## config.mk

```make
export PLATFORM = sky130hd
export DESIGN_NAME = discrete_audio_chain
export DESIGN_NICKNAME = d
export VERILOG_FILES = /design/src/verilog/discrete_pkg.sv /design/src/verilog/discrete_audio_chain.sv /design/src/verilog/gain_saturate_stage.sv /design/src/verilog/rc_high_pass_stage.sv /design/src/verilog/rc_low_pass_stage.sv
export SDC_FILE = /design/constraint.sdc
export NUM_CORES = 1
export LEC_CHECK = 0
export BUFFER_PORTS_ARGS = -buffer_cell sky130_fd_sc_hd__buf_2
export CORE_MARGIN = 2
export CORE_UTILIZATION = 43
export DETAILED_ROUTE_END_ITERATION = 10
export PLACE_DENSITY_LB_ADDON = 0.12
export SYNTH_ARGS = -nofsm -noshare
export SYNTH_HDL_FRONTEND = slang
export SYNTH_SLANG_ARGS = --single-unit
```

## constraint.sdc

```tcl
create_clock -name clk -period 26.6 [get_ports clk]
set_input_delay 0 -clock clk [delete_from_list [all_inputs] [get_ports clk]]
set_output_delay 0 -clock clk [all_outputs]
set_load 0.005 [all_outputs]
```

## src/verilog/discrete_pkg.sv

```systemverilog
// --------------------
// Shared sample and gain types for the discrete audio path.
// Filter coefficients come from the component values below at
// elaboration time; modules import this package in their body.
// --------------------
package discrete_pkg;

    // Audio sample format
    localparam int SAMPLE_W = 16;

    typedef logic signed [SAMPLE_W-1:0] sample_t;

    localparam sample_t SAMPLE_MAX = {1'b0, {(SAMPLE_W-1){1'b1}}};
    localparam sample_t SAMPLE_MIN = {1'b1, {(SAMPLE_W-1){1'b0}}};

    // Gain is unsigned fixed point, 64 is unity
    localparam int GAIN_W         = 8;
    localparam int GAIN_FRAC_BITS = 6;

    typedef logic [GAIN_W-1:0] gain_t;

    localparam longint SAMPLE_RATE = 48000;

    // Low-pass components, capacitor held as farads <<< 35
    localparam longint LP_R            = 47000;
    localparam longint LP_C_35_SHIFTED = 1615;

    // High-pass components, 8.2k and 1 uF put the corner near 19.4 Hz
    localparam longint HP_R            = 8200;
    localparam longint HP_C_35_SHIFTED = 34360;

    // Coefficients carry 16 fraction bits plus headroom for the sign
    localparam int COEF_FRAC_BITS = 16;
    localparam int COEF_W         = COEF_FRAC_BITS + 2;

    // Sample period and RC products, all in seconds <<< 32
    localparam longint DT_32_SHIFTED    = (longint'(1) <<< 32) / SAMPLE_RATE;
    localparam longint LP_RC_32_SHIFTED = (LP_R * LP_C_35_SHIFTED) >>> 3;
    localparam longint HP_RC_32_SHIFTED = (HP_R * HP_C_35_SHIFTED) >>> 3;

    // Smoothing factor dt / (RC + dt)
    localparam logic signed [COEF_W-1:0] ALPHA_LP = COEF_W'(
        (DT_32_SHIFTED <<< COEF_FRAC_BITS) / (LP_RC_32_SHIFTED + DT_32_SHIFTED)
    );

    // Decay factor RC / (RC + dt)
    localparam logic signed [COEF_W-1:0] ALPHA_HP = COEF_W'(
        (HP_RC_32_SHIFTED <<< COEF_FRAC_BITS) / (HP_RC_32_SHIFTED + DT_32_SHIFTED)
    );

endpackage

```

## src/verilog/discrete_audio_chain.sv

```systemverilog
// --------------------
// Discrete audio chain top level.
// Low-pass, high-pass and gain stages in a valid/ready pipeline,
// three cycles of latency and one sample per cycle throughput.
// --------------------
module discrete_audio_chain (
    input  logic                 clk,
    input  logic                 arst_n,
    input  discrete_pkg::gain_t   gain,
    input  discrete_pkg::sample_t in_sample,
    input  logic                 in_valid,
    output logic                 in_ready,
    output discrete_pkg::sample_t out_sample,
    output logic                 out_valid,
    input  logic                 out_ready
);
    import discrete_pkg::*;

    // Low-pass to high-pass link
    sample_t lp_sample;
    logic    lp_valid;
    logic    lp_ready;

    // High-pass to gain link
    sample_t hp_sample;
    logic    hp_valid;
    logic    hp_ready;

    rc_low_pass_stage i_rc_low_pass_stage (
        .clk        (clk),
        .arst_n     (arst_n),
        .in_sample  (in_sample),
        .in_valid   (in_valid),
        .in_ready   (in_ready),
        .out_sample (lp_sample),
        .out_valid  (lp_valid),
        .out_ready  (lp_ready)
    );

    rc_high_pass_stage i_rc_high_pass_stage (
        .clk        (clk),
        .arst_n     (arst_n),
        .in_sample  (lp_sample),
        .in_valid   (lp_valid),
        .in_ready   (lp_ready),
        .out_sample (hp_sample),
        .out_valid  (hp_valid),
        .out_ready  (hp_ready)
    );

    // Last stage, back-pressure from out_ready ripples upstream from here
    gain_saturate_stage i_gain_saturate_stage (
        .clk        (clk),
        .arst_n     (arst_n),
        .gain       (gain),
        .in_sample  (hp_sample),
        .in_valid   (hp_valid),
        .in_ready   (hp_ready),
        .out_sample (out_sample),
        .out_valid  (out_valid),
        .out_ready  (out_ready)
    );

endmodule

```

## src/verilog/gain_saturate_stage.sv

```systemverilog
// --------------------
// Gain stage with saturation.
// Gain is sampled together with the accepted sample; the scaled
// value is clamped to the signed 16-bit range and registered.
// --------------------
module gain_saturate_stage (
    input  logic                 clk,
    input  logic                 arst_n,
    input  discrete_pkg::gain_t   gain,
    input  discrete_pkg::sample_t in_sample,
    input  logic                 in_valid,
    output logic                 in_ready,
    output discrete_pkg::sample_t out_sample,
    output logic                 out_valid,
    input  logic                 out_ready
);
    import discrete_pkg::*;

    logic                             accept;

    // Signed sample times zero-extended gain
    logic signed [SAMPLE_W+GAIN_W:0]  prod;
    logic signed [SAMPLE_W+GAIN_W:0]  scaled;
    sample_t                          clamped;
    sample_t                          out_q;

    assign in_ready = !out_valid || out_ready;
    assign accept   = in_valid && in_ready;

    assign prod   = in_sample * $signed({1'b0, gain});
    assign scaled = prod >>> GAIN_FRAC_BITS;

    always_comb begin
        if (scaled > SAMPLE_MAX) begin
            clamped = SAMPLE_MAX;
        end else if (scaled < SAMPLE_MIN) begin
            clamped = SAMPLE_MIN;
        end else begin
            clamped = sample_t'(scaled);
        end
    end

    always_ff @(posedge clk) begin
        if (accept) begin
            out_q <= clamped;
        end
    end

    always_ff @(posedge clk or negedge arst_n) begin
        if (!arst_n) begin
            out_valid <= 1'b0;
        end else if (accept) begin
            out_valid <= 1'b1;
        end else if (out_ready) begin
            out_valid <= 1'b0;
        end
    end

    assign out_sample = out_q;

endmodule

```

## src/verilog/rc_high_pass_stage.sv

```systemverilog
// --------------------
// First-order RC high-pass stage that strips DC offset.
// Tracks the previous input and output; a constant input decays
// toward zero. Same handshake and latency as the low-pass stage.
// --------------------
module rc_high_pass_stage (
    input  logic                 clk,
    input  logic                 arst_n,
    input  discrete_pkg::sample_t in_sample,
    input  logic                 in_valid,
    output logic                 in_ready,
    output discrete_pkg::sample_t out_sample,
    output logic                 out_valid,
    input  logic                 out_ready
);
    import discrete_pkg::*;

    sample_t                           x_prev_q;
    sample_t                           y_prev_q;
    logic                              accept;

    // y + x - x_prev spans two extra bits
    logic signed [SAMPLE_W+1:0]        sum;
    logic signed [COEF_W+SAMPLE_W+1:0] prod;
    sample_t                           y_next;

    assign in_ready = !out_valid || out_ready;
    assign accept   = in_valid && in_ready;

    // y = alpha * (y_prev + x - x_prev)
    assign sum  = y_prev_q + in_sample - x_prev_q;
    assign prod = ALPHA_HP * sum;

    // Result truncated to the sample width
    assign y_next = sample_t'(prod >>> COEF_FRAC_BITS);

    // History only moves on accepted samples so stalls are invisible
    always_ff @(posedge clk or negedge arst_n) begin
        if (!arst_n) begin
            x_prev_q <= '0;
            y_prev_q <= '0;
        end else if (accept) begin
            x_prev_q <= in_sample;
            y_prev_q <= y_next;
        end
    end

    always_ff @(posedge clk or negedge arst_n) begin
        if (!arst_n) begin
            out_valid <= 1'b0;
        end else if (accept) begin
            out_valid <= 1'b1;
        end else if (out_ready) begin
            out_valid <= 1'b0;
        end
    end

    assign out_sample = y_prev_q;

endmodule

```

## src/verilog/rc_low_pass_stage.sv

```systemverilog
// --------------------
// First-order RC low-pass stage.
// One update per accepted sample, result held in a registered
// valid/ready output slot with one cycle of latency.
// --------------------
module rc_low_pass_stage (
    input  logic                 clk,
    input  logic                 arst_n,
    input  discrete_pkg::sample_t in_sample,
    input  logic                 in_valid,
    output logic                 in_ready,
    output discrete_pkg::sample_t out_sample,
    output logic                 out_valid,
    input  logic                 out_ready
);
    import discrete_pkg::*;

    // Previous output, which is also the filter state
    sample_t                           y_q;
    logic                              accept;

    // Difference needs one extra bit to avoid wrap
    logic signed [SAMPLE_W:0]          diff;
    logic signed [COEF_W+SAMPLE_W-1:0] prod;
    sample_t                           y_next;

    // Slot is free when empty or being drained this cycle
    assign in_ready = !out_valid || out_ready;
    assign accept   = in_valid && in_ready;

    // y += alpha * (x - y), product scaled back by the fraction bits
    assign diff   = in_sample - y_q;
    assign prod   = ALPHA_LP * diff;
    assign y_next = y_q + sample_t'(prod >>> COEF_FRAC_BITS);

    always_ff @(posedge clk or negedge arst_n) begin
        if (!arst_n) begin
            y_q <= '0;
        end else if (accept) begin
            y_q <= y_next;
        end
    end

    always_ff @(posedge clk or negedge arst_n) begin
        if (!arst_n) begin
            out_valid <= 1'b0;
        end else if (accept) begin
            out_valid <= 1'b1;
        end else if (out_ready) begin
            out_valid <= 1'b0;
        end
    end

    // The state register doubles as the output payload
    assign out_sample = y_q;

endmodule
```

Word level (Yosys, flattened, before mapping)

Index checks and enable logic that the tools add are counted.

Register bits: 67
Output and inout port bits: 18
Input bits: 28

$mul: 3
Reductions and logical operators: 12
Add/sub/neg operators: 4
Multiplexer cells: 7
Magnitude comparators: 2

Operator list:

| kind                                                                              | count |
|---|---|
| 17-bit by 18-bit multiplier with 32-bit output, first input constant              | 1 |
| 9-bit by 17-bit multiplier with 26-bit output, first input constant               | 1 |
| 16-bit by 9-bit multiplier with 25-bit output                                     | 1 |
| 19-bit by 16-bit greater-than comparator with 1-bit output, second input constant | 1 |
| 19-bit by 16-bit less-than comparator with 1-bit output, second input constant    | 1 |
| 17-bit by 16-bit subtractor with 18-bit output                                    | 1 |
| 16-bit by 16-bit adder with 17-bit output                                         | 1 |
| 16-bit by 16-bit subtractor with 17-bit output                                    | 1 |
| 16-bit by 12-bit adder with 16-bit output                                         | 1 |
| 16-bit 2-to-1 mux                                                                 | 1 |
| 1-bit 2-to-1 mux                                                                  | 6 |
| 2-bit nonzero test                                                                | 3 |
| 1-bit logical AND                                                                 | 3 |
| 1-bit zero test                                                                   | 3 |
| 1-bit logical OR                                                                  | 3 |

Longest topological paths before layout

Word-level depth: 6
Gate-level depth with buffers: 38
Gate-level depth less buffers: 38

Hierarchy

Synthesis repeated with hierarchy kept, for this count alone.

Cell total of the unflattened synthesis: 1,985
Area, all modules: 18,131.1 sq um

Modules (own cells, without submodules):

| module              | cells an instance | times used | area each (sq um) |
|---|---|---|---|
| rc_high_pass_stage  | 926               | 1          | 8,724.6 |
| gain_saturate_stage | 581               | 1          | 5,258.8 |
| rc_low_pass_stage   | 478               | 1          | 4,147.7 |

Least setup slack after synthesis

OpenSTA, ideal clock, no wires.

Kind: reg-to-reg
From: register i_rc_high_pass_stage.y_prev_q[2] (netlist: i_rc_high_pass_stage.out_sample[2])
To: register i_rc_high_pass_stage.y_prev_q[15] (netlist: i_rc_high_pass_stage.out_sample[15])
Library setup time: 0.133 ns
Clock period less this slack: 8.430 ns
Arrival time: 8.297 ns
Setup slack: 18.170 ns
Stages on the path, launching flop included: 33
Path through: dfrtp_1 -> clkbuf_1 -> inv_1 -> fa_1 -> inv_1 -> ha_1 -> a21oi_1 -> a21oi_1 -> o21ai_1 -> a21boi_1 -> o2111a_1 -> nor3_1 -> o311ai_1 -> a21oi_1 -> xnor2_1 -> inv_1 -> fa_1 -> inv_1 -> fa_1 -> fa_1 -> fa_1 -> fa_1 -> inv_1 -> fa_1 -> inv_1 -> ha_1 -> a41oi_1 -> o21ai_0 -> o2111ai_1 -> a31oi_1 -> a31oi_1 -> xnor2_1 -> o21ai_0

Cells in the longest elaborated chain, start to end: 3

Ends and longest elaborated chain:

| what                                           | RTL line                 | source |
|---|---|---|
| start, declared                                | rc_high_pass_stage.sv:19 | `sample_t y_prev_q;` |
| start signal, assigned                         | rc_high_pass_stage.sv:44 | `y_prev_q <= y_next;` |
| 16-bit by 16-bit adder with 17-bit output      | rc_high_pass_stage.sv:31 | `assign sum = y_prev_q + in_sample - x_prev_q;` |
| 17-bit by 16-bit subtractor with 18-bit output | rc_high_pass_stage.sv:31 |  |
| 17-bit by 18-bit multiplier with 32-bit output | rc_high_pass_stage.sv:32 | `assign prod = ALPHA_HP * sum;` |

Every way passes these cells.
A chain may end at the register's enable or synchronous reset.

Final worst setup path

From: register i_rc_high_pass_stage.y_prev_q[1] (netlist: i_rc_high_pass_stage.out_sample[1])
To: register i_rc_high_pass_stage.y_prev_q[14] (netlist: i_rc_high_pass_stage.out_sample[14])

The elaborated chain is that of the path after synthesis.

==> impl_metrics.json <==
{
  "routedWlPerCell_um": 15.9,
  "nNetsFinal": 2559,
  "postCtsSetupRepairBufs": 0,
  "ys_seq_elements": 67,
  "syn_to_final_growth_pct": 6.29,
  "finalHoldViolCount": 0,
  "clk_pin_slew_ns": 0.06,
  "synth_top_area_cell": "fa_1",
  "slew_viol_final": 0,
  "io_pins": 46,
  "fin_crit_sh": 0.356,
  "syn_area_per_cell_um2": 9.18,
  "route.detailed.drc": 0,
  "numPortBuffers": 45,
  "wl_um": 39800,
  "synthTopCellsByArea": "fa_1, ha_1, inv_1",
  "cp_slowest_cell": "fa_1",
  "fmaxAchievable_mhz": 106,
  "cp_max_fo": 10,
  "vias_per_cell": 4.91,
  "required_ns": 26.81,
  "ys_warn_count": 0,
  "routabilityCongestion": 0.850,
  "r2r-start": "i_rc_high_pass_stage.out_sample[1]$_DFFE_PN0P_",
  "ctsHoldBuffers": 3,
  "final_cell_mix": "inv_1, ha_1, fa_1, nand2_1, and2_1",
  "cts_buffers": 9,
  "fin_skew_ns": 0.0115,
  "ff2ff_path_depth": 30,
  "slew_headroom": 0.253,
  "dr.first_iter.drc_count": 424,
  "post_cts_resized": 0,
  "min_period_ns": 9.48,
  "arrival_ns": 9.68,
  "crit-reg2reg-capture": "i_rc_high_pass_stage.out_sample[14]$_DFFE_PN0P_",
  "grt_antenna_before_repair": 0,
  "cts.sinks": 67,
  "ant_nets": 0,
  "num_vias": 12278,
  "syn_area_um2": 17800,
  "grt_start_max_net_pins": 64,
  "syn_inst": 1934,
  "ys_seq_area_frac": 0.0989,
  "layout_commonest_cell": "inv_1",
  "final_core_util": 0.462,
  "hold_class": "in -> async",
  "tritoncts": "built",
  "r2r_setup_slack_ns": 17.12,
  "maxCapViolations": 0,
  "h-tree-depth": 3,
  "grt_pass1_wl_um": 67500,
  "critPathCaptureType": "flip-flop",
  "ys.flop_type": "dfrtp_1",
  "cp-start-kind": "flip-flop",
  "rsz0062_at_grt": "false",
  "clk_path_buf_depth": 2,
  "finalSetupViolations": 0,
  "crit_type": "reg -> reg",
  "cts-root-buf": "clkbuf_16",
  "die_area_um2": 42900,
  "fin_setup_tns_ns": 0,
  "grtUsageTotal": 0.195,
  "worstMarginPinSlew_ns": 1.11,
  "met2_length_um": 19500,
  "grt_pass1_vias": 13138,
  "fp.dieW_um": 207,
  "insertion_delay_ns": 0.35,
  "slowest_delay_ns": 0.58,
  "synth_edf_count": 16,
  "rows": 74,
  "core_area_um2": 40800,
  "status": "finished clean",
  "yosysTopAreaCellShare": 0.318,
  "met3_length_um": 544,
  "async_flop_share": 0.761,
  "initial_utilization": 0.435,
  "cpMostUsedCell": "fa_1",
  "die_h_um": 207,
  "syn_nets": 2530,
  "drive_gt1_frac": 0.0463,
  "wl_met1_um": 19200,
  "ys_types": 75,
  "detail_route.first_pass.iterations": 5,
  "place_hpwl_um": 34800,
  "diodes": 0,
  "overflow": 0,
  "fillers": 4077,
  "top_layer": "met4"
}
[cell type report]
type | instances | area [µm²] | area share
sequential | 67 | 1760 | 0.0931
inverter | 510 | 1910 | 0.101
clock inverter | 5 | 55.1 | 0.00292
multi-input combinational | 1319 | 13900 | 0.738
tap | 532 | 666 | 0.0353
timing repair buffer | 56 | 315 | 0.0167
clock buffer | 10 | 229 | 0.0121
[synthesized netlist by cell type, types with 5 or more instances]
cell type / instances
nand4b_1: 5
nor2b_1: 11
o21bai_1: 9
nand2_1: 135
clkbuf_1: 34
o21ai_1: 6
o21a_1: 13
nor2_1: 50
inv_1: 510
a211oi_1: 8
nand3_1: 16
o21ai_0: 61
a31oi_1: 7
nor3_1: 16
nand2b_1: 14
xor2_1: 37
o31ai_1: 10
fa_1: 282
xnor2_1: 77
or3_1: 7
a21o_1: 43
a21oi_1: 54
edfxtp_1: 16
dfrtp_1: 51
or2_2: 5
a2111oi_0: 6
ha_1: 286
and2_1: 86
[worst max-delay path by stage]
| stage | cells after the start | startpoint | to |
|---|---|---|---|
| floorplan | 32 | i_rc_high_pass_stage.out_sample[2]$_DFFE_PN0P_ | i_rc_high_pass_stage.out_sample[15]$_DFFE_PN0P_ |
| global placement | 33 | i_rc_high_pass_stage.out_sample[1]$_DFFE_PN0P_ | i_rc_high_pass_stage.out_sample[15]$_DFFE_PN0P_ |
| detailed placement | 33 | i_rc_high_pass_stage.out_sample[1]$_DFFE_PN0P_ | i_rc_high_pass_stage.out_sample[15]$_DFFE_PN0P_ |
| CTS | 33 | i_rc_high_pass_stage.out_sample[1]$_DFFE_PN0P_ | i_rc_high_pass_stage.out_sample[15]$_DFFE_PN0P_ |
| global route | 33 | i_rc_high_pass_stage.out_sample[1]$_DFFE_PN0P_ | i_rc_high_pass_stage.out_sample[8]$_DFFE_PN0P_ |
| finish | 30 | i_rc_high_pass_stage.out_sample[1]$_DFFE_PN0P_ | i_rc_high_pass_stage.out_sample[14]$_DFFE_PN0P_ |
[sequential cells by signal, indices dropped and copies added (netlist names)]
signal / cells
i_rc_high_pass_stage.x_prev_q: 16
i_rc_high_pass_stage.out_sample: 16
i_gain_saturate_stage.out_valid: 1
i_rc_high_pass_stage.out_valid: 1
i_rc_low_pass_stage.out_sample: 16
i_gain_saturate_stage.out_sample: 16
i_rc_low_pass_stage.out_valid: 1
[per-layer routing]
| metal | global-route usage | up-vias |
|---|---|---|
| met5 | 0 | - |
| met1 | 0.267 | 6044 |
| met2 | 0.339 | 109 |
| met3 | 0.0153 | 30 |
| li1 | - | 6095 |
| met4 | 0.0382 | 0 |
[worst max-delay path, delay by kind of cell, from the launching register on]
kind,cells,cell delay (ns)
AO/OA/AOI/OAI,13,2.98
flip-flops,1,0.51
XOR/XNOR,2,0.71
adder cells (fa/ha/maj),9,4.50
buffers and inverters,6,0.63
[through the flow]
stage	worst slack, ns	instances	hold slack, ns	cell area, µm²
3_5_place_dp	17.07	2481	0.194	18600
2_1_floorplan	18.17	1934	-0.296	17800
5_1_grt	16.32	2499	0.410	18900
6_report	17.12	2499	0.325	18900
4_1_cts	17.00	2499	0.343	18900
3_3_place_gp	17.13	2481	0.183	18600
[logic make-up (layout without fill, tap and decap cells)]
kind of cell,after synthesis,count (layout),share of synthesized area
adders and majority gates,568,568,0.519
buffers and inverters,548,581,0.116
and+or+nand+nor,369,369,0.103
AOI/OAI and AO/OA,259,259,0.0996
xor gates and xnor gates,116,116,0.0584
DFF,67,67,0.0989
muxes,6,6,0.00366
other,1,1,0.000211
Power is left out: the tool's default activity adds up to more than one toggle a clock period on the data nets, which glitch-free logic cannot reach.
